`config.mk`:
```
export PLATFORM = sky130hd
export DESIGN_NAME = reg_decode_flat
export DESIGN_NICKNAME = d
export VERILOG_FILES = /design/src/verilog/ext_pkg.sv /design/src/verilog/ext_ifs.sv /design/src/verilog/reg_decode.sv /design/src/flat_wrapper.sv
export SDC_FILE = /design/constraint.sdc
export NUM_CORES = 1
export LEC_CHECK = 0
export ABC_AREA = 1
export BUFFER_PORTS_ARGS = -buffer_cell sky130_fd_sc_hd__buf_2
export CORE_AREA = 8 8 111 113
export DETAILED_ROUTE_END_ITERATION = 12
export DIE_AREA = 0 0 119 121
export GPL_TIMING_DRIVEN = 1
export PLACE_DENSITY_LB_ADDON = 0.05
export SLEW_MARGIN = 40
export SYNTH_ARGS = -nofsm -noshare
export SYNTH_HDL_FRONTEND = slang
export SYNTH_SLANG_ARGS = --single-unit
```
`constraint.sdc`:
```
create_clock -name vclk -period 2.05
set_clock_uncertainty 0.2 [all_clocks]
set_input_delay 0.205 -clock vclk [all_inputs]
set_output_delay 0.205 -clock vclk [all_outputs]
set_load 0.02 [all_outputs]
```
`src/verilog/ext_pkg.sv`:
```
// external bus package
// bus widths, register offsets and the address rule table shared by the blocks
`default_nettype none

package ext_pkg;

  localparam int ADDR_W = 32;
  localparam int DATA_W = 32;
  localparam int BE_W   = DATA_W / 8;

  typedef logic [ADDR_W-1:0] addr_t;
  typedef logic [DATA_W-1:0] data_t;
  typedef logic [BE_W-1:0]   be_t;

  // register targets behind the decoder
  localparam int NUM_TARGETS = 2;

  typedef logic [$clog2(NUM_TARGETS)-1:0] target_idx_t;

  localparam target_idx_t PWR_IDX    = 0;
  localparam target_idx_t MEMCFG_IDX = 1;

  typedef struct packed {
    target_idx_t idx;
    addr_t       start_addr;
    addr_t       end_addr;
  } addr_rule_t;

  // end addresses are inclusive
  localparam addr_rule_t EXT_ADDR_RULES [NUM_TARGETS] = '{
    '{idx: PWR_IDX,    start_addr: 32'h0000_0000, end_addr: 32'h0000_0FFF},
    '{idx: MEMCFG_IDX, start_addr: 32'h0000_1000, end_addr: 32'h0000_1FFF}
  };

  // word index inside a target
  localparam int REG_IDX_MSB = 11;
  localparam int REG_IDX_LSB = 2;

  localparam addr_t REG_SWITCH_OFFSET = 32'h0;
  localparam addr_t REG_ACK_OFFSET    = 32'h4;
  localparam addr_t REG_WAIT_OFFSET   = 32'h0;

  localparam int WAIT_W = 4;

endpackage

`default_nettype wire

```
`src/verilog/ext_ifs.sv`:
```
// register bus and OBI interfaces used between the blocks of the external side
`default_nettype none

interface reg_bus_if;
  logic          valid;
  logic          write;
  ext_pkg::addr_t addr;
  ext_pkg::data_t wdata;
  ext_pkg::data_t rdata;
  logic          ready;

  modport host (
    output valid, write, addr, wdata,
    input  rdata, ready
  );

  modport target (
    input  valid, write, addr, wdata,
    output rdata, ready
  );
endinterface


`default_nettype wire

```
`src/verilog/reg_decode.sv`:
```
// register bus decoder
// matches the address against the rule table and steers the access to one target
`default_nettype none

module reg_decode (
  input  logic           reg_valid_i,
  input  logic           reg_write_i,
  input  ext_pkg::addr_t reg_addr_i,
  input  ext_pkg::data_t reg_wdata_i,
  output ext_pkg::data_t reg_rdata_o,
  output logic           reg_ready_o,
  output logic           reg_error_o,
  reg_bus_if.host        tgt_pwr,
  reg_bus_if.host        tgt_mem
);

  logic                 hit;
  ext_pkg::target_idx_t sel;

  // last matching rule wins, rules do not overlap anyway
  always_comb begin
    hit = 1'b0;
    sel = ext_pkg::PWR_IDX;
    for (int i = 0; i < ext_pkg::NUM_TARGETS; i++) begin
      if (reg_addr_i >= ext_pkg::EXT_ADDR_RULES[i].start_addr &&
          reg_addr_i <= ext_pkg::EXT_ADDR_RULES[i].end_addr) begin
        hit = 1'b1;
        sel = ext_pkg::EXT_ADDR_RULES[i].idx;
      end
    end
  end

  assign tgt_pwr.valid = reg_valid_i && hit && (sel == ext_pkg::PWR_IDX);
  assign tgt_pwr.write = reg_write_i;
  assign tgt_pwr.addr  = reg_addr_i;
  assign tgt_pwr.wdata = reg_wdata_i;

  assign tgt_mem.valid = reg_valid_i && hit && (sel == ext_pkg::MEMCFG_IDX);
  assign tgt_mem.write = reg_write_i;
  assign tgt_mem.addr  = reg_addr_i;
  assign tgt_mem.wdata = reg_wdata_i;

  // response mux, unmapped addresses answer at once with an error
  always_comb begin
    reg_rdata_o = '0;
    reg_ready_o = 1'b0;
    reg_error_o = 1'b0;
    if (!hit) begin
      reg_ready_o = reg_valid_i;
      reg_error_o = reg_valid_i;
    end else if (sel == ext_pkg::MEMCFG_IDX) begin
      reg_rdata_o = tgt_mem.rdata;
      reg_ready_o = tgt_mem.ready;
    end else begin
      reg_rdata_o = tgt_pwr.rdata;
      reg_ready_o = tgt_pwr.ready;
    end
  end

endmodule

`default_nettype wire

```
`src/flat_wrapper.sv`:
```
// flat-port wrapper written by rule: the top's interface ports become plain ports
module reg_decode_flat 
  (reg_valid_i, reg_write_i, reg_addr_i, reg_wdata_i, reg_rdata_o, reg_ready_o, reg_error_o, tgt_pwr_valid, tgt_pwr_write, tgt_pwr_addr, tgt_pwr_wdata, tgt_pwr_rdata, tgt_pwr_ready, tgt_mem_valid, tgt_mem_write, tgt_mem_addr, tgt_mem_wdata, tgt_mem_rdata, tgt_mem_ready);
  reg_bus_if tgt_pwr_i ();
  reg_bus_if tgt_mem_i ();
  input  logic reg_valid_i;
  input  logic reg_write_i;
  input  ext_pkg::addr_t reg_addr_i;
  input  ext_pkg::data_t reg_wdata_i;
  output ext_pkg::data_t reg_rdata_o;
  output logic reg_ready_o;
  output logic reg_error_o;
  output wire logic [$bits(tgt_pwr_i.valid)-1:0] tgt_pwr_valid;
  output wire logic [$bits(tgt_pwr_i.write)-1:0] tgt_pwr_write;
  output wire logic [$bits(tgt_pwr_i.addr)-1:0] tgt_pwr_addr;
  output wire logic [$bits(tgt_pwr_i.wdata)-1:0] tgt_pwr_wdata;
  input wire logic [$bits(tgt_pwr_i.rdata)-1:0] tgt_pwr_rdata;
  input wire logic [$bits(tgt_pwr_i.ready)-1:0] tgt_pwr_ready;
  output wire logic [$bits(tgt_mem_i.valid)-1:0] tgt_mem_valid;
  output wire logic [$bits(tgt_mem_i.write)-1:0] tgt_mem_write;
  output wire logic [$bits(tgt_mem_i.addr)-1:0] tgt_mem_addr;
  output wire logic [$bits(tgt_mem_i.wdata)-1:0] tgt_mem_wdata;
  input wire logic [$bits(tgt_mem_i.rdata)-1:0] tgt_mem_rdata;
  input wire logic [$bits(tgt_mem_i.ready)-1:0] tgt_mem_ready;
  assign tgt_pwr_valid = tgt_pwr_i.valid;
  assign tgt_pwr_write = tgt_pwr_i.write;
  assign tgt_pwr_addr = tgt_pwr_i.addr;
  assign tgt_pwr_wdata = tgt_pwr_i.wdata;
  assign tgt_pwr_i.rdata = tgt_pwr_rdata;
  assign tgt_pwr_i.ready = tgt_pwr_ready;
  assign tgt_mem_valid = tgt_mem_i.valid;
  assign tgt_mem_write = tgt_mem_i.write;
  assign tgt_mem_addr = tgt_mem_i.addr;
  assign tgt_mem_wdata = tgt_mem_i.wdata;
  assign tgt_mem_i.rdata = tgt_mem_rdata;
  assign tgt_mem_i.ready = tgt_mem_ready;
  reg_decode u_core (.reg_valid_i(reg_valid_i), .reg_write_i(reg_write_i), .reg_addr_i(reg_addr_i), .reg_wdata_i(reg_wdata_i), .reg_rdata_o(reg_rdata_o), .reg_ready_o(reg_ready_o), .reg_error_o(reg_error_o), .tgt_pwr(tgt_pwr_i), .tgt_mem(tgt_mem_i));
endmodule
```
==> flow_summary.toml <==
[run_status]
status = "finished clean"

[setup_path]
cp_cell_sequence = "buf_2 > nor2_1 > nand2_1 > nor2_4 > nand3_2 > clkinv_2 > buf_12 > nand2_1 > nor2_1 > buf_2"
max_stage_delay_ns = 0.18
cp-end-kind = "primary output"
crit_end = "reg_rdata_o[9]"
arrival_ns = 1.40
crit_slowest_cell = "buf_2"
cp_data_required_time_ns = 1.64
cp_max_fo = 15
critPathKind = "in2out"
start_kind = "input pin"
crit_start = "reg_addr_i[29]"

[finish]
clock_buffers = 0
syn2layout_area_growth_pct = 0.1381
fin_nets = 465
drive_above_1_share_pct = 64.65
seq_cells = 0
fillers = 1284
fin_area_um2 = 1814
regArea_um2 = 0
antennaDiodeCount = 0

[sta]
fmax_ghz = 0.5555
final.min_clock_period_ns = 1.800
period_share_pct = 87.82
hold_violations = 0
rsz0062_at_grt = "no"
slew_violations = 0
worstMarginPinSlew_ns = 0.2326
setup_viol = 0
tns_ns = 0
slew_headroom_pct = 84.44

[drt]
drt_iter0_markers = 12
wl_per_cell_um = 12.77
drt_drc_violations_left = 0
via_count = 1614
postRouteAntennaNets = 0
drt-total-wl_um = 6013
first_pass_iters = 4
via_per_inst = 3.427

[die]
initial_core_util_pct = 17.09
fp.dieH_um = 121
dieArea_um2 = 14400
placementRows = 38
coreArea_um2 = 10600
die_w_um = 119
ioPinCount = 298

[pwr]
net-switching-power_uw = 125.0
p_int_uw = 117.4
power_density_nw_per_um2 = 133.6
p_leak_nw = 1.146
pwr-share-comb_pct = 100.0
ir_drop_uv = 65.98
pwr-share-seq_pct = 0
switching_share_pct = 51.57
total_power_uw = 242.3
clock_power_share_pct = 0

[logic_synthesis]
yosys.area.top_type = "buf_4"
ys_top_cells_by_count = "buf_4, nor2_1, nand2_1"
ys_seq_area_share_pct = 0
synth_most_common_cell = "buf_4"
yosys-top-cells-area = "buf_4, nor2_1, or2_2, nand2_1, buf_6"
synth.top_cell.area_share_pct = 53.87
synth_nets = 433
synth_area_per_cell_um2 = 6.019
synth_cell_types = 15
syn_inst = 301
yosys_warnings = 0
syn_area_um2 = 1812

[global_routing]
antenna_found_initial = 0
grt_max_degree = 20
first_global_vias = 1770
gr-total-overflow = 0
grt_usage_pct = 7.281
grt_pass1_wl_um = 8825

[job]
cap_violations = 0

[clock_network]
hold_buffers = 0
post_cts_buffers = 0
cts-resized-gates = 0

[hold_path]
hp-class = "in2out"
min-delay-start = "reg_wdata_i[18]"
hold_depth = 0

[placement]
io_buffer_count = 163
dp_hpwl_um = 5294
dpl_cell_area_um2 = 1814
place_congestion = 0.6390
power groups by stage:
stage	logic [mW]	clock network, mW	registers, mW
2_1_floorplan	0.422	0	0
3_3_place_gp	0.250	0	0
3_5_place_dp	0.247	0	0
4_1_cts	0.248	0	0
5_1_grt	0.264	0	0
6_report	0.242	0	0
per-layer routing:
metal / wire [um] / track usage (%) / part of all wire, %
met1: 1980 / 6.485 / 33
met2: 2966 / 13.45 / 49
met3: 707 / 3.164 / 12
met4: 358 / 4.348 / 6.0
met5: 0 / 0 / 0
worst min-delay path by stage:
stage	to	slack (ns)
global route	tgt_pwr_addr[4]	0.21
detailed placement	tgt_mem_addr[3]	0.21
floorplan	tgt_pwr_valid	0.30
finish	tgt_mem_wdata[18]	0.21
global placement	tgt_mem_addr[3]	0.21
CTS	tgt_mem_addr[3]	0.21
worst max-delay path: cells and delay by family:
kind / cells / cell delay [ns]
buffers and inverters: 4 / 0.56
AND/OR/NAND/NOR: 6 / 0.64
final cells by class:
cell class                      count  area [um2]  share of cell area (%)
Multi-Input combinational cell    155       725.7                   40.00
Inverter                            7       27.53                   1.517
Timing Repair Buffer              169       885.9                   48.83
Tap cell                          140       175.2                   9.655
through the flow:
stage,setup WS (ns),hold WS (ns),utilization [%],cells
6_report,0.2497,0.2100,17.11,471
2_1_floorplan,0.4661,0.2987,-,301
3_3_place_gp,0.1988,0.2102,17.11,471
4_1_cts,0.1955,0.2102,17.11,471
5_1_grt,0.06903,0.2100,17.11,471
3_5_place_dp,0.1959,0.2102,17.11,471
layout by cell type, fill, tap and decap left out:
cell | Yosys | final
buf_12 | 0 | 2
buf_2 | 0 | 163
buf_4 | 130 | 4
clkinv_2 | 1 | 1
inv_1 | 5 | 5
inv_2 | 1 | 1
nand2_1 | 41 | 41
nand3_2 | 1 | 1
nand3_4 | 1 | 1
nor2_1 | 70 | 70
nor2_2 | 6 | 6
nor2_4 | 2 | 2
nor3_1 | 1 | 1
nor3_4 | 1 | 1
or2_2 | 32 | 32
cells by family (layout without fill, tap and decap cells):
group         after synthesis  count (layout)  synth area share (%)
simple gates              155             155                 40.06
buf+inv                   146             176                 59.94
No activity file was read; power rests on OpenSTA's default activity.
