`config.mk`:
```
export PLATFORM = sky130hd
export DESIGN_NAME = power_ctrl_regs_flat
export DESIGN_NICKNAME = d
export VERILOG_FILES = /design/src/verilog/ext_pkg.sv /design/src/verilog/ext_ifs.sv /design/src/verilog/power_ctrl_regs.sv /design/src/flat_wrapper.sv
export SDC_FILE = /design/constraint.sdc
export NUM_CORES = 1
export LEC_CHECK = 0
export ABC_AREA = 1
export BUFFER_PORTS_ARGS = -buffer_cell sky130_fd_sc_hd__buf_2
export CORE_MARGIN = 2
export CORE_UTILIZATION = 24
export DETAILED_ROUTE_END_ITERATION = 6
export GPL_TIMING_DRIVEN = 1
export PLACE_DENSITY = 0.79
export SYNTH_ARGS = -nofsm -noshare
export SYNTH_HDL_FRONTEND = slang
export SYNTH_SLANG_ARGS = --single-unit
```
`constraint.sdc`:
```
create_clock -name clk_i -period 1 [get_ports clk_i]
set_clock_uncertainty 0.1 [all_clocks]
set_input_delay 0.05 -clock clk_i [delete_from_list [all_inputs] [get_ports clk_i]]
set_output_delay 0.05 -clock clk_i [all_outputs]
set_load 0.05 [all_outputs]
```
`src/verilog/ext_pkg.sv`:
```
// external bus package
// bus widths, register offsets and the address rule table shared by the blocks
`default_nettype none

package ext_pkg;

  localparam int ADDR_W = 32;
  localparam int DATA_W = 32;
  localparam int BE_W   = DATA_W / 8;

  typedef logic [ADDR_W-1:0] addr_t;
  typedef logic [DATA_W-1:0] data_t;
  typedef logic [BE_W-1:0]   be_t;

  // register targets behind the decoder
  localparam int NUM_TARGETS = 2;

  typedef logic [$clog2(NUM_TARGETS)-1:0] target_idx_t;

  localparam target_idx_t PWR_IDX    = 0;
  localparam target_idx_t MEMCFG_IDX = 1;

  typedef struct packed {
    target_idx_t idx;
    addr_t       start_addr;
    addr_t       end_addr;
  } addr_rule_t;

  // end addresses are inclusive
  localparam addr_rule_t EXT_ADDR_RULES [NUM_TARGETS] = '{
    '{idx: PWR_IDX,    start_addr: 32'h0000_0000, end_addr: 32'h0000_0FFF},
    '{idx: MEMCFG_IDX, start_addr: 32'h0000_1000, end_addr: 32'h0000_1FFF}
  };

  // word index inside a target
  localparam int REG_IDX_MSB = 11;
  localparam int REG_IDX_LSB = 2;

  localparam addr_t REG_SWITCH_OFFSET = 32'h0;
  localparam addr_t REG_ACK_OFFSET    = 32'h4;
  localparam addr_t REG_WAIT_OFFSET   = 32'h0;

  localparam int WAIT_W = 4;

endpackage

`default_nettype wire

```
`src/verilog/ext_ifs.sv`:
```
// register bus and OBI interfaces used between the blocks of the external side
`default_nettype none

interface reg_bus_if;
  logic          valid;
  logic          write;
  ext_pkg::addr_t addr;
  ext_pkg::data_t wdata;
  ext_pkg::data_t rdata;
  logic          ready;

  modport host (
    output valid, write, addr, wdata,
    input  rdata, ready
  );

  modport target (
    input  valid, write, addr, wdata,
    output rdata, ready
  );
endinterface


`default_nettype wire

```
`src/verilog/power_ctrl_regs.sv`:
```
// power control registers
// active-low switch controls per domain and read-back of the switch acks
`default_nettype none

module power_ctrl_regs #(
  parameter int NUM_DOMAINS = 4
) (
  input  logic                   clk_i,
  input  logic                   reset_i,
  reg_bus_if.target              bus,
  output logic [NUM_DOMAINS-1:0] switch_n_o,
  input  logic [NUM_DOMAINS-1:0] ack_n_i
);

  logic [NUM_DOMAINS-1:0] switch_q;
  logic                   is_switch;
  logic                   is_ack;

  assign is_switch = bus.addr[ext_pkg::REG_IDX_MSB:ext_pkg::REG_IDX_LSB] ==
                     ext_pkg::REG_SWITCH_OFFSET[ext_pkg::REG_IDX_MSB:ext_pkg::REG_IDX_LSB];
  assign is_ack    = bus.addr[ext_pkg::REG_IDX_MSB:ext_pkg::REG_IDX_LSB] ==
                     ext_pkg::REG_ACK_OFFSET[ext_pkg::REG_IDX_MSB:ext_pkg::REG_IDX_LSB];

  // all domains powered after reset
  always_ff @(posedge clk_i) begin
    if (reset_i) begin
      switch_q <= '0;
    end else if (bus.valid && bus.write && is_switch) begin
      switch_q <= bus.wdata[NUM_DOMAINS-1:0];
    end
  end

  assign switch_n_o = switch_q;

  // single-cycle access, no wait
  assign bus.ready = bus.valid;

  always_comb begin
    bus.rdata = '0;
    if (is_switch) begin
      bus.rdata[NUM_DOMAINS-1:0] = switch_q;
    end else if (is_ack) begin
      bus.rdata[NUM_DOMAINS-1:0] = ack_n_i;
    end
  end

endmodule

`default_nettype wire

```
`src/flat_wrapper.sv`:
```
// flat-port wrapper written by rule: the top's interface ports become plain ports
module power_ctrl_regs_flat 
#(
  parameter int NUM_DOMAINS = 4
)
  (clk_i, reset_i, switch_n_o, ack_n_i, bus_valid, bus_write, bus_addr, bus_wdata, bus_rdata, bus_ready);
  reg_bus_if bus_i ();
  input  logic clk_i;
  input  logic reset_i;
  output logic [NUM_DOMAINS-1:0] switch_n_o;
  input  logic [NUM_DOMAINS-1:0] ack_n_i;
  input wire logic [$bits(bus_i.valid)-1:0] bus_valid;
  input wire logic [$bits(bus_i.write)-1:0] bus_write;
  input wire logic [$bits(bus_i.addr)-1:0] bus_addr;
  input wire logic [$bits(bus_i.wdata)-1:0] bus_wdata;
  output wire logic [$bits(bus_i.rdata)-1:0] bus_rdata;
  output wire logic [$bits(bus_i.ready)-1:0] bus_ready;
  assign bus_i.valid = bus_valid;
  assign bus_i.write = bus_write;
  assign bus_i.addr = bus_addr;
  assign bus_i.wdata = bus_wdata;
  assign bus_rdata = bus_i.rdata;
  assign bus_ready = bus_i.ready;
  power_ctrl_regs #(.NUM_DOMAINS(NUM_DOMAINS)) u_core (.clk_i(clk_i), .reset_i(reset_i), .bus(bus_i), .switch_n_o(switch_n_o), .ack_n_i(ack_n_i));
endmodule
```
==> metrics.txt <==
# TYPE chip_impl_metric gauge
chip_impl_metric{name="finalWorstSetupSlack",unit="ps"} -117
chip_impl_metric{name="fin_setup_tns",unit="ps"} -428
chip_impl_metric{name="depth_of_the_worst_hold_timing_path",unit=""} 5
chip_impl_info{name="crit_path_cell_trace",value="buf_6 -> nor2_4 -> nand2_2 -> nor2_4 -> nand3_4 -> o22ai_4 -> buf_6"} 1
chip_impl_metric{name="layout.cells.non_filler",unit=""} 151
chip_impl_metric{name="pd_cells",unit="mW/mm²"} 810
chip_impl_metric{name="dpl.cell_count",unit=""} 144
chip_impl_metric{name="filler_cell_count",unit=""} 235
chip_impl_metric{name="rrSetupSlack",unit="ps"} 150
chip_impl_metric{name="n_antenna_cell",unit=""} 0
chip_impl_metric{name="vias",unit=""} 514
chip_impl_metric{name="achievable-frequency",unit="MHz"} 895
chip_impl_metric{name="pre_cts_slack",unit="ps"} -250
chip_impl_metric{name="arrival",unit="ps"} 970
chip_impl_info{name="cp-start-kind",value="input port"} 1
chip_impl_metric{name="power.ir.vdd_worst",unit="µV"} 554
chip_impl_metric{name="timing_max_transition_violations_final",unit=""} 0
chip_impl_info{name="run_status",value="complete, but fails checks"} 1
chip_impl_info{name="worst_hold_path.endpoint",value="u_core.switch_n_o[0]$_SDFFE_PP0P_"} 1
chip_impl_metric{name="wl_per_cell",unit="µm"} 7.38
chip_impl_metric{name="grt_overflow",unit=""} 0
chip_impl_metric{name="report.power.total",unit="µW"} 706
chip_impl_metric{name="place.gp.congestion",unit=""} 0.669
chip_impl_metric{name="fraction_of_the_yosys_area_taken_by_sequential_cells",unit="%"} 15.1
chip_impl_info{name="layout_common_cells",value="sky130_fd_sc_hd__conb_1, sky130_fd_sc_hd__buf_2, sky130_fd_sc_hd__inv_1"} 1
chip_impl_metric{name="synthDominantCellAreaShare",unit="%"} 41.1
chip_impl_metric{name="setup_viol",unit=""} 4
chip_impl_metric{name="post_route_cell_area",unit="µm²"} 872
chip_impl_metric{name="required",unit="ps"} 850
chip_impl_metric{name="multi_input_comb_area",unit="µm²"} 375
chip_impl_metric{name="antenna_found_initial",unit=""} 0
chip_impl_info{name="worstSetupPathType",value="input port to output port"} 1
chip_impl_metric{name="maxCapViolations",unit=""} 0
chip_impl_metric{name="hold_viol",unit=""} 0
chip_impl_info{name="area_contributors_post_synth",value="sky130_fd_sc_hd__buf_4, sky130_fd_sc_hd__dfxtp_1, sky130_fd_sc_hd__inv_1"} 1
chip_impl_metric{name="die_width",unit="µm"} 51.0
chip_impl_metric{name="tritoncts_buffer_count",unit=""} 3
chip_impl_info{name="r2r-end",value="u_core.switch_n_o[3]$_SDFFE_PP0P_"} 1
chip_impl_info{name="commonest_non_fill_non_tap_cell_in_the_layout",value="sky130_fd_sc_hd__conb_1"} 1
chip_impl_metric{name="period_share",unit="%"} 112
chip_impl_metric{name="syn-instance-count",unit=""} 85
chip_impl_metric{name="area_delta_synth_final",unit="%"} 64.8
chip_impl_metric{name="htree_levels",unit=""} 1
chip_impl_metric{name="firstDrtPassIters",unit=""} 3
chip_impl_metric{name="postLayoutCoreUtil",unit="%"} 40.6
chip_impl_metric{name="portBuffers",unit=""} 30
chip_impl_metric{name="post-dp-hpwl",unit="µm"} 958
chip_impl_info{name="worstHoldStart",value="bus_wdata[0]"} 1
chip_impl_metric{name="initialDrtViolationCount",unit=""} 6
chip_impl_metric{name="placeableCoreArea",unit="mm²"} 0.00215
chip_impl_info{name="rsz0062_at_grt",value="true"} 1
chip_impl_metric{name="num_io_pins",unit=""} 109
chip_impl_metric{name="layout.nets",unit=""} 197
chip_impl_metric{name="clock-sinks",unit=""} 4
chip_impl_metric{name="insertion_delay",unit="ps"} 230
chip_impl_metric{name="largest_register_ffs",unit=""} 4
chip_impl_metric{name="cell_area_after_placement",unit="µm²"} 739
chip_impl_metric{name="grt_use_total",unit="%"} 8.99
chip_impl_metric{name="grt_start_max_net_pins",unit=""} 6
chip_impl_metric{name="finalCriticalPeriod",unit="ps"} 1120
chip_impl_metric{name="timing.critical_path.fanout_max",unit=""} 4
chip_impl_metric{name="post_synth_num_cell_types",unit=""} 12
chip_impl_info{name="cp_top_family",value="simple AND/OR/NAND/NOR gates"} 1
chip_impl_info{name="hold_path_class",value="input port to flop"} 1
chip_impl_metric{name="fin_hold_ws",unit="ps"} 36.0
chip_impl_metric{name="reg2regPathDepth",unit=""} 5
chip_impl_metric{name="ys_seq_elements",unit=""} 4
chip_impl_metric{name="die-area",unit="mm²"} 0.00260
chip_impl_info{name="worst_setup_path_end_kind",value="output port"} 1
chip_impl_metric{name="seq_area",unit="µm²"} 95.1
chip_impl_metric{name="slowest_delay",unit="ps"} 180
chip_impl_info{name="violations",value="negative setup slack"} 1
chip_impl_metric{name="global_route_wire_length_before_repair",unit="µm"} 1730
chip_impl_info{name="rr_startpoint",value="u_core.switch_n_o[3]$_SDFFE_PP0P_"} 1
chip_impl_metric{name="route.detailed.vias_per_inst",unit=""} 3.40
chip_impl_metric{name="row_count",unit=""} 17
chip_impl_metric{name="syn_avg_cell_area",unit="µm²"} 6.23
chip_impl_metric{name="synthesis.yosys.warnings",unit=""} 0
chip_impl_metric{name="cellLeakagePower",unit="nW"} 0.476
chip_impl_info{name="cell_taking_the_most_area_after_synthesis",value="sky130_fd_sc_hd__buf_4"} 1
chip_impl_metric{name="cts_max_path_buffers",unit=""} 2
chip_impl_metric{name="via_count_of_the_first_global_routing_pass",unit=""} 432
chip_impl_metric{name="remaining_drc_errors",unit=""} 0
chip_impl_metric{name="syn_area",unit="µm²"} 529
chip_impl_info{name="root_buffer_cell",value="sky130_fd_sc_hd__clkbuf_4"} 1
chip_impl_metric{name="route.final.wire_length",unit="µm"} 1120
chip_impl_info{name="cts_tree",value="yes"} 1
chip_impl_metric{name="antenna_violating_nets_post_route",unit=""} 0
chip_impl_metric{name="cts.reportedPaths.clkPinSlew",unit="ps"} 40
chip_impl_metric{name="crit_buf_inv",unit=""} 2
chip_impl_metric{name="die-height",unit="µm"} 51.0
chip_impl_metric{name="share_of_final_layout_standard_cells_stronger_than_drive_strength_1",unit="%"} 49.6
chip_impl_metric{name="initial_standard_cell_utilization_of_the_core",unit="%"} 24.6
chip_impl_info{name="slowest_stage",value="sky130_fd_sc_hd__nor2_4"} 1
[how the worst max path moves through the flow]
stage	slack (ps)	endpoint	startpoint	cells after the start
final	-120	bus_rdata[3]	bus_addr[10]	7
after global routing	-170	bus_rdata[2]	bus_addr[10]	7
after CTS	-120	bus_rdata[0]	u_core.switch_n_o[0]$_SDFFE_PP0P_	3
after detailed placement	-250	bus_rdata[0]	bus_addr[9]	7
after global placement	-220	bus_rdata[0]	bus_addr[9]	7
after floorplan	-80	bus_rdata[0]	bus_addr[9]	5
[per-layer routing]
metal,part of all wire [%],GRT usage [%]
met3,9.0,4.39
met4,0,2.70
met2,55,15.8
met1,36,9.35
met5,0,0
[worst register-to-register path, delay by kind of cell (launching register included)]
| family | cells | cell delay, ps |
|---|---|---|
| buffers and inverters | 3 | 200 |
| flip-flops | 1 | 350 |
| AND/OR/NAND/NOR | 2 | 140 |
[where the power goes]
group / internal, mW / total [mW] / switching, mW
sequential: 0.150 / 0.150 / 0.0000498
clock: 0.135 / 0.204 / 0.0695
combinational: 0.0624 / 0.353 / 0.290
total: 0.346 / 0.706 / 0.360
[cells in the mapped netlist, drive strengths merged]
cell type and count:
nor3 1, o22ai 4, dfxtp 4, nand2 12, inv 19, nand3 2
nor2 9, conb 1, nand4 4, buf 29
[repair_timing]
action,4_1_cts,5_1_grt
resized for setup,20,6
gates cloned,0,0
hold buffers,1,0
endpoints found under the hold margin,4,0
setup buffers,3,0
setup endpoints to repair,4,7
pin swaps,9,2
[logic make-up after synthesis]
kind of cell / Yosys count / synth area share, %
other: 1 / 0.709
AO/OA/AOI/OAI: 4 / 4.73
flip-flops: 4 / 15.1
AND/OR/NAND/NOR: 28 / 24.8
buffers and inverters: 48 / 54.6
[area by class of cell]
cell class	count	area share (%)
Multi-Input combinational cell	60	43.0
Timing Repair Buffer	37	30.7
Clock buffer	3	2.58
Sequential cell	4	10.9
Inverter	19	8.75
Tap cell	28	4.02
(Power assumes the default switching activity.)
