### src/verilog/switch_ack_delay.sv
// switch cell model
// returns each switch control as its ack after a fixed number of cycles
`default_nettype none

module switch_ack_delay #(
  parameter int NUM_DOMAINS        = 4,
  parameter int SWITCH_ACK_LATENCY = 15
) (
  input  logic                   clk_i,
  input  logic                   reset_i,
  input  logic [NUM_DOMAINS-1:0] switch_n_i,
  output logic [NUM_DOMAINS-1:0] ack_n_o
);

  logic [NUM_DOMAINS-1:0] stage_q [SWITCH_ACK_LATENCY];

  always_ff @(posedge clk_i) begin
    if (reset_i) begin
      for (int i = 0; i < SWITCH_ACK_LATENCY; i++) begin
        stage_q[i] <= '0;
      end
    end else begin
      stage_q[0] <= switch_n_i;
      for (int i = 1; i < SWITCH_ACK_LATENCY; i++) begin
        stage_q[i] <= stage_q[i-1];
      end
    end
  end

  assign ack_n_o = stage_q[SWITCH_ACK_LATENCY-1];

endmodule

`default_nettype wire

### config.mk
export PLATFORM = sky130hd
export DESIGN_NAME = switch_ack_delay
export DESIGN_NICKNAME = d
export VERILOG_FILES = /design/src/verilog/switch_ack_delay.sv
export SDC_FILE = /design/constraint.sdc
export NUM_CORES = 1
export LEC_CHECK = 0
export BUFFER_PORTS_ARGS = -buffer_cell sky130_fd_sc_hd__clkbuf_2
export CAP_MARGIN = 10
export CORE_MARGIN = 8
export CORE_UTILIZATION = 45
export CTS_BUF_LIST = sky130_fd_sc_hd__clkbuf_8
export DETAILED_ROUTE_END_ITERATION = 16
export GPL_ROUTABILITY_DRIVEN = 0
export GPL_TIMING_DRIVEN = 0
export PLACE_DENSITY_LB_ADDON = 0.08
export SLEW_MARGIN = 20
export SYNTH_ARGS = -nofsm -noshare
export SYNTH_HDL_FRONTEND = slang
export SYNTH_SLANG_ARGS = --single-unit
### constraint.sdc
create_clock -name clk_i -period 0.8 [get_ports clk_i]
set_input_delay 0.08 -clock clk_i [delete_from_list [all_inputs] [get_ports clk_i]]
set_output_delay 0.08 -clock clk_i [all_outputs]
set_load 0.02 [all_outputs]
==> results of run 1 <==
report_power, final:
group          leakage (uW)  internal (uW)  switching [uW]
combinational      0.000221           47.8            57.2
sequential         0.000488           3020            5.59
clock             0.0000826           1110             951
total              0.000791           4180            1010
cell families (layout without fill, tap and decap cells):
family | after synthesis | in the layout
simple gates | 60 | 60
flops | 60 | 60
buf+inv | 10 | 30
stage by stage:
stage | hold slack [ps] | instances | cell area (um2) | setup TNS, ps
4_1_cts | 44.3 | 198 | 1930 | -266
2_1_floorplan | 208 | 130 | 1640 | 0
6_report | 51.8 | 198 | 1940 | -137
3_3_place_gp | 295 | 186 | 1740 | 0
3_5_place_dp | 296 | 186 | 1740 | 0
5_1_grt | 58.0 | 198 | 1940 | -260
what timing repair did:
| item | 4_1_cts | 5_1_grt |
|---|---|---|
| setup endpoints to repair | 4 | 4 |
| resized for setup | 12 | 4 |
| hold endpoints to repair | 4 | 0 |
| hold buffers | 4 | 0 |
cell type report:
type                            count  area, um2
Buffer                              6       30.0
Clock buffer                       10        138
Clock inverter                      2       7.51
Fill cell                         329       1640
Multi-Input combinational cell     60        375
Sequential cell                    60       1210
Tap cell                           48       60.1
Timing Repair Buffer               12        120
how the worst min path moves through the flow:
stage	cells past startpoint	to	slack (ps)
global route	2	stage_q[0][11]	60
floorplan	1	stage_q[0][0]	210
detailed placement	2	stage_q[0][0]	300
global placement	2	stage_q[0][1]	290
CTS	2	stage_q[0][8]	40
finish	2	stage_q[2][7]	50
cells in the final DEF, fill, tap and decap left out:
cell,Yosys,final
buf_2,6,6
buf_8,0,4
clkbuf_2,0,4
clkbuf_8,0,10
dfxtp_1,60,56
dfxtp_2,0,4
dlygate4sd3_1,0,4
inv_1,0,2
nor2b_1,60,60
per-layer routing:
| metal | wire (um) | vias up | GRT usage [%] |
|---|---|---|---|
| met5 | 0 | - | 0 |
| met4 | 93 | 0 | 9.23 |
| met3 | 120 | 11 | 4.01 |
| met2 | 881 | 17 | 11.4 |
| met1 | 918 | 388 | 7.50 |
| li1 | - | 418 | - |
==> results.sh, run 1 <==
export IMPL_worstRegToRegCells=1
export IMPL_reg_top3="stage_q (60)"
export IMPL_netlist_area_um2=1640
export IMPL_fin_nets=155
export IMPL_r2r_setup_slack_ps=270
export IMPL_p_per_area_nw_per_um2=2680
export IMPL_synth_xor_area_share_pct=0
export IMPL_crit_path_start_kind="register"
export IMPL_cp_max_fo=1
export IMPL_coreArea_um2=3580
export IMPL_cp_required_ps=720
export IMPL_ant_nets=0
export IMPL_antenna_found_initial=0
export IMPL_crit_type="register to output pin"
export IMPL_diodes=0
export IMPL_p_leak_uw=0.000791
export IMPL_synth_top_cell_by_area="dfxtp_1"
export IMPL_dominantRegCellSynth="dfxtp_1"
export IMPL_syn_num_nets=136
export IMPL_tightest_slew_ps=218
export IMPL_slowest_delay_ps=320
export IMPL_clk_pin_slew_ps=60
export IMPL_portBuffers=8
export IMPL_clkSinkCount=60
export IMPL_area_growth_synth_to_final_pct=18.3
export IMPL_drive_gt1_share_pct=18.7
export IMPL_reg2reg_from="stage_q[3][3]"
export IMPL_avgSynthCellArea_um2=12.6
export IMPL_vdd_drop_max_mv=1.33
export IMPL_status="finished, violations left"
export IMPL_synth_top_family_by_area="simple AND/OR/NAND/NOR gates"
export IMPL_ys_types=4
export IMPL_endpoint_kind="output pin"
export IMPL_gr_total_overflow=0
export IMPL_yosys_warnings=0
export IMPL_path_buf_inv=1
export IMPL_first_pass_iters=2
export IMPL_period_minus_slack_ps=837
export IMPL_synth_top_cells_by_area="dfxtp_1, nor2b_1, buf_2, buf_4"
export IMPL_die_width_um=76.3
export IMPL_routedWlPerCell_um=10.2
export IMPL_max_cap_viol_count=0
export IMPL_violations="setup timing"
export IMPL_start_util_pct=45.7
export IMPL_setup_viol=4
export IMPL_post_cts_setup_buffer_count=0
export IMPL_crit_cells=1
export IMPL_critPathLaunch="stage_q[3][11]"
export IMPL_synth_compound_area_share_pct=0
export IMPL_fmax_mhz=1200
export IMPL_max_slew_margin_rel_pct=85.5
export IMPL_die_area_um2=5820
export IMPL_wirelength_um=2010
export IMPL_grt_max_degree=11
export IMPL_place_ws_ps=181
export IMPL_hp_start="reset_i"
export IMPL_hold_viol_final=0
export IMPL_rsz0062_at_grt="yes"
export IMPL_drv_slew=0
export IMPL_skew_ps=4.30
export IMPL_ys_seq_area_share_pct=73.4
export IMPL_worst_ep_arrival_time_ps=760
export IMPL_regToRegEndpoint="stage_q[3][7]"
export IMPL_grt_pass1_vias=778
export IMPL_avgViaCountPerCell=4.21
export IMPL_crit_family="flip-flops"
export IMPL_finalCritPeriodShare_pct=105
export IMPL_yosys_area_share_simple_pct=22.9
export IMPL_rows=22
export IMPL_dieHeight_um=76.3
export IMPL_worst_slack_ps=-36.8
export IMPL_ioPinCount=10
export IMPL_largest_register_ffs=60
export IMPL_yosysTopAreaCellShare_pct=73.4
export IMPL_synth_edf_count=0
export IMPL_clockRootBuffer="clkbuf_8"
export IMPL_synth_adder_area_share_pct=0
export IMPL_hold_class="input port to register"
export IMPL_vias=834
export IMPL_async_flop_share_pct=0
export IMPL_drc=0
export IMPL_insertion_delay_ps=320
export IMPL_synth_cells=130
export IMPL_clock_path_buffers=2
export IMPL_grt_pass1_wl_um=3340
export IMPL_total_power_uw=5200
export IMPL_top_register="stage_q"
export IMPL_ys_top_cells_by_count="dfxtp_1, nor2b_1, buf_2"
export IMPL_cp_endpoint="ack_n_o[3]"
export IMPL_first_iter_violations=19
export IMPL_crit_chain="buf_8"
export IMPL_place_hpwl_um=1160
export IMPL_synthMuxAreaShare_pct=0
export IMPL_cts_made_buffers=9
export IMPL_synth_seq_cells=60
export IMPL_crit_slowest_cell="dfxtp_2"
export IMPL_ctsHtreeMaxLevel=3
export IMPL_tritoncts="built"
export IMPL_grt_usage_pct=7.91
export IMPL_post_route_util_pct=54.1
(Power assumes the default switching activity.)
==> run 2: changes to the inputs <==
- CORE_UTILIZATION: 45 -> 40
- GPL_ROUTABILITY_DRIVEN: 0 -> default
==> results.sh, run 2 (synthesis results as in run 1) <==
export IMPL_status="finished, violations left"
export IMPL_violations="setup timing"
export IMPL_post_route_util_pct=48.7
export IMPL_regArea_um2=1210
export IMPL_min_path_cells=2
export IMPL_regToRegEndpoint="stage_q[2][8]"
export IMPL_clkPwrFrac_pct=38.8
export IMPL_nFillCells=382
export IMPL_p_per_area_nw_per_um2=2640
export IMPL_dieHeight_um=80.0
export IMPL_cts_made_buffers=9
export IMPL_insertion_delay_ps=320
export IMPL_die_width_um=80.0
export IMPL_clkSinkCount=60
export IMPL_path_buf_inv=1
export IMPL_worstRegToRegCells=1
export IMPL_post_cts_setup_buffer_count=0
export IMPL_p_sw_share_pct=19.9
export IMPL_setup_viol=4
export IMPL_period_minus_slack_ps=838
export IMPL_routedWlPerCell_um=10.3
export IMPL_hold_viol_final=0
export IMPL_top_register="stage_q"
export IMPL_crit_chain="buf_8"
export IMPL_coreArea_um2=3970
export IMPL_p_int_uw=4090
export IMPL_drive_gt1_share_pct=17.9
export IMPL_diodes=0
export IMPL_skew_ps=1.57
export IMPL_area_growth_synth_to_final_pct=18.1
export IMPL_worst_slack_ps=-37.6
export IMPL_crit_slowest_cell="dfxtp_2"
export IMPL_instances_no_fill=201
export IMPL_crit_path_start_kind="register"
export IMPL_vdd_drop_max_mv=1.16
export IMPL_antenna_found_initial=0
export IMPL_hp_start="reset_i"
export IMPL_tightest_slew_ps=197
export IMPL_hold_class="input port to register"
export IMPL_first_iter_violations=76
export IMPL_final_cell_mix="nor2b_1, dfxtp_1, clkbuf_8"
export IMPL_dp_cells=188
export IMPL_grt_pass1_wl_um=3530
export IMPL_ctsHtreeMaxLevel=3
export IMPL_drv_slew=0
export IMPL_grt_max_degree=11
export IMPL_clock_path_buffers=2
export IMPL_grt_usage_pct=7.96
export IMPL_drc=0
export IMPL_ant_nets=0
export IMPL_max_slew_margin_rel_pct=86.9
export IMPL_cp_required_ps=720
export IMPL_hold_end="stage_q[0][5]"
export IMPL_tritoncts="built"
export IMPL_clockRootBuffer="clkbuf_8"
export IMPL_wirelength_um=2070
export IMPL_start_util_pct=41.2
export IMPL_r2r_setup_slack_ps=270
export IMPL_final_common_cell="nor2b_1"
export IMPL_fin_nets=155
export IMPL_p_leak_uw=0.000795
export IMPL_crit_type="register to output pin"
export IMPL_fmax_mhz=1190
export IMPL_largest_register_ffs=60
export IMPL_vias=818
export IMPL_avgViaCountPerCell=4.07
export IMPL_ioPinCount=10
export IMPL_cp_max_fo=1
export IMPL_rsz0062_at_grt="yes"
export IMPL_endpoint_kind="output pin"
export IMPL_place_hpwl_um=1200
export IMPL_reg_top3="stage_q (60)"
export IMPL_first_pass_iters=3
export IMPL_worst_ep_arrival_time_ps=760
export IMPL_max_cap_viol_count=0
export IMPL_fin_tns_setup_ps=-137
export IMPL_p_comb_share_pct=2.0
export IMPL_fin_area_um2=1930
export IMPL_multi_input_area_um2=375
export IMPL_seqPwrFrac_pct=59.2
export IMPL_clk_pin_slew_ps=60
export IMPL_reg2reg_from="stage_q[2][4]"
export IMPL_placed_area_um2=1740
export IMPL_slowest_delay_ps=320
export IMPL_gr_total_overflow=0
export IMPL_portBuffers=8
export IMPL_grt_pass1_vias=837
export IMPL_total_power_uw=5110
export IMPL_p_switching_uw=1020
export IMPL_rows=23
export IMPL_finalCritPeriodShare_pct=105
export IMPL_die_area_um2=6390
export IMPL_crit_family="flip-flops"
export IMPL_place_gp_congestion=0.620
[run 2: cell types whose count changed in the layout (fill, tap and decap cells not counted), sizes merged]
cell / delta
clkbuf: -1
inv: +2
[run 2: worst max path at each step]
| stage | start | to | slack [ps] | depth (start not counted) |
|---|---|---|---|---|
| 6_report | stage_q[3][9] | ack_n_o[1] | -40 | 1 |
| 5_1_grt | stage_q[3][8] | ack_n_o[0] | -80 | 1 |
| 4_1_cts | stage_q[3][8] | ack_n_o[0] | -80 | 1 |
| 3_5_place_dp | stage_q[3][8] | ack_n_o[0] | 180 | 2 |
| 3_3_place_gp | stage_q[3][9] | ack_n_o[1] | 180 | 2 |
| 2_1_floorplan | stage_q[3][8] | ack_n_o[0] | 300 | 1 |
[run 2: final cells by class]
class                           count  area share [%]
Multi-Input combinational cell     60            19.4
Clock buffer                        9            6.41
Clock inverter                      4           0.777
Timing Repair Buffer               12            6.21
Sequential cell                    60            62.4
Tap cell                           50            3.24
Buffer                              6            1.55
[run 2: power groups by stage]
stage | Clock, uW | Combinational (uW) | Sequential, uW
2_1_floorplan | 0 | 62.4 | 3090
3_3_place_gp | 0 | 91.0 | 3090
3_5_place_dp | 0 | 92.4 | 3090
4_1_cts | 2090 | 108 | 3030
5_1_grt | 2200 | 116 | 3030
6_report | 1980 | 102 | 3030
[run 2: timing repair]
item,4_1_cts,5_1_grt
gates resized for setup,12,4
hold buffers,4,0
endpoints found under the setup margin,4,4
hold endpoints to repair,4,0
[run 2: metal layers]
metal	up-vias	wire length, um	track usage, %
met3	6	148	5.18
met5	-	0	0
met2	17	934	11.5
met1	375	926	7.45
met4	0	61	7.64
li1	420	-	-
[run 2: per-stage QoR]
stage,hold WS [ps],setup slack [ps]
finish,50.0,-37.6
global route,44.7,-79.1
CTS,33.9,-79.9
detailed placement,297,181
global placement,293,182
floorplan,208,304
==> run 3: changes to the inputs <==
==> constraint.sdc (replaced) <==
create_clock -name clk_i -period 0.8 [get_ports clk_i]
set_input_delay 0.12 -clock clk_i [delete_from_list [all_inputs] [get_ports clk_i]]
set_output_delay 0.12 -clock clk_i [all_outputs]
set_load 0.02 [all_outputs]
==> results.sh, run 3 (synthesis results as in run 1) <==
export IMPL_drv_slew=0
export IMPL_regArea_um2=1210
export IMPL_final_common_cell="nor2b_1"
export IMPL_setup_viol=4
export IMPL_vias=816
export IMPL_ctsHtreeMaxLevel=3
export IMPL_worst_ep_arrival_time_ps=760
export IMPL_multi_input_area_um2=375
export IMPL_area_growth_synth_to_final_pct=17.5
export IMPL_placed_area_um2=1740
export IMPL_vdd_drop_max_mv=1.17
export IMPL_ant_nets=0
export IMPL_tritoncts="built"
export IMPL_fin_area_um2=1920
export IMPL_post_cts_setup_buffer_count=0
export IMPL_first_iter_violations=76
export IMPL_drive_gt1_share_pct=18.0
export IMPL_grt_max_degree=11
export IMPL_clockRootBuffer="clkbuf_8"
export IMPL_die_area_um2=6390
export IMPL_cts_made_buffers=9
export IMPL_instances_no_fill=200
export IMPL_period_minus_slack_ps=876
export IMPL_crit_family="flip-flops"
export IMPL_clkSinkCount=60
export IMPL_place_gp_congestion=0.620
export IMPL_grt_pass1_wl_um=3510
export IMPL_rows=23
export IMPL_place_hpwl_um=1200
export IMPL_crit_chain="buf_8"
export IMPL_routedWlPerCell_um=10.3
export IMPL_finalCritPeriodShare_pct=109
export IMPL_status="finished, violations left"
export IMPL_ioPinCount=10
export IMPL_clk_pin_slew_ps=60
export IMPL_first_pass_iters=4
export IMPL_drc=0
export IMPL_place_ws_ps=141
export IMPL_endpoint_kind="output pin"
export IMPL_portBuffers=8
export IMPL_hold_class="input port to register"
export IMPL_reg_top3="stage_q (60)"
export IMPL_skew_ps=1.39
export IMPL_crit_type="register to output pin"
export IMPL_tightest_slew_ps=198
export IMPL_fin_nets=154
export IMPL_avgViaCountPerCell=4.08
export IMPL_violations="setup timing"
export IMPL_fmax_mhz=1140
export IMPL_fin_tns_setup_ps=-294
export IMPL_worst_slack_ps=-75.8
export IMPL_crit_path_start_kind="register"
export IMPL_dp_cells=188
export IMPL_start_util_pct=41.2
export IMPL_crit_slowest_cell="dfxtp_2"
export IMPL_post_route_util_pct=48.4
export IMPL_nFillCells=383
export IMPL_coreArea_um2=3970
export IMPL_hold_viol_final=0
export IMPL_max_cap_viol_count=0
export IMPL_dieHeight_um=80.0
export IMPL_p_leak_uw=0.000790
export IMPL_path_buf_inv=1
export IMPL_cp_required_ps=680
export IMPL_grt_pass1_vias=832
export IMPL_cp_max_fo=1
export IMPL_antenna_found_initial=0
export IMPL_wirelength_um=2050
export IMPL_clock_path_buffers=2
export IMPL_diodes=0
export IMPL_die_width_um=80.0
export IMPL_gr_total_overflow=0
export IMPL_final_cell_mix="nor2b_1, dfxtp_1, clkbuf_8"
export IMPL_p_per_area_nw_per_um2=2650
export IMPL_top_register="stage_q"
export IMPL_slowest_delay_ps=320
export IMPL_max_slew_margin_rel_pct=86.8
export IMPL_rsz0062_at_grt="yes"
export IMPL_grt_usage_pct=7.91
export IMPL_largest_register_ffs=60
export IMPL_insertion_delay_ps=320
==> run 3: cell count changes in the layout (fill, tap and decap cells not counted), sizes merged <==
cell,previous run,this run
dlygate4sd3,4,3
==> run 3: power by group <==
part,switching (uW),internal [uW]
Clock,951,1020
Combinational,53.7,44.6
Sequential,5.45,3020
==> run 3: routing by layer <==
metal	vias to the layer above	routed length, um	GRT usage (%)
met5	-	0	0
met3	6	148	5.18
met1	375	918	7.45
li1	418	-	-
met2	17	923	11.3
met4	0	61	7.64
==> run 3: layout make-up <==
class | instances | area share, %
plain buffers | 6 | 1.56
well taps | 50 | 3.25
repair buffers | 11 | 5.73
multi-input cells | 60 | 19.5
clock buffers | 9 | 6.44
clock inverters | 4 | 0.781
flip-flops and latches | 60 | 62.7
==> run 3: path summary, 6_finish.rpt <==
| kind | start | to | slack [ps] | cells after the start |
|---|---|---|---|---|
| hold reg to reg | stage_q[0][1] | stage_q[0][5] | 430 | 1 |
| setup / recovery | stage_q[3][8] | ack_n_o[0] | -80 | 1 |
| hold / removal | switch_n_i[0] | stage_q[0][0] | 20 | 2 |
| setup reg to reg | stage_q[2][4] | stage_q[2][8] | 270 | 1 |
==> run 3: what timing repair did <==
| action | in CTS | in global routing |
|---|---|---|
| resized for setup | 12 | 4 |
| hold endpoints to repair | 3 | 0 |
| setup endpoints to repair | 4 | 4 |
| hold buffers | 3 | 0 |
==> run 3: stage by stage <==
stage          hold WS [ps]  total power [uW]
2_1_floorplan           248              3150
3_3_place_gp            333              3180
3_5_place_dp            337              3180
4_1_cts                6.66              5220
5_1_grt                28.6              5340
6_report               20.6              5100
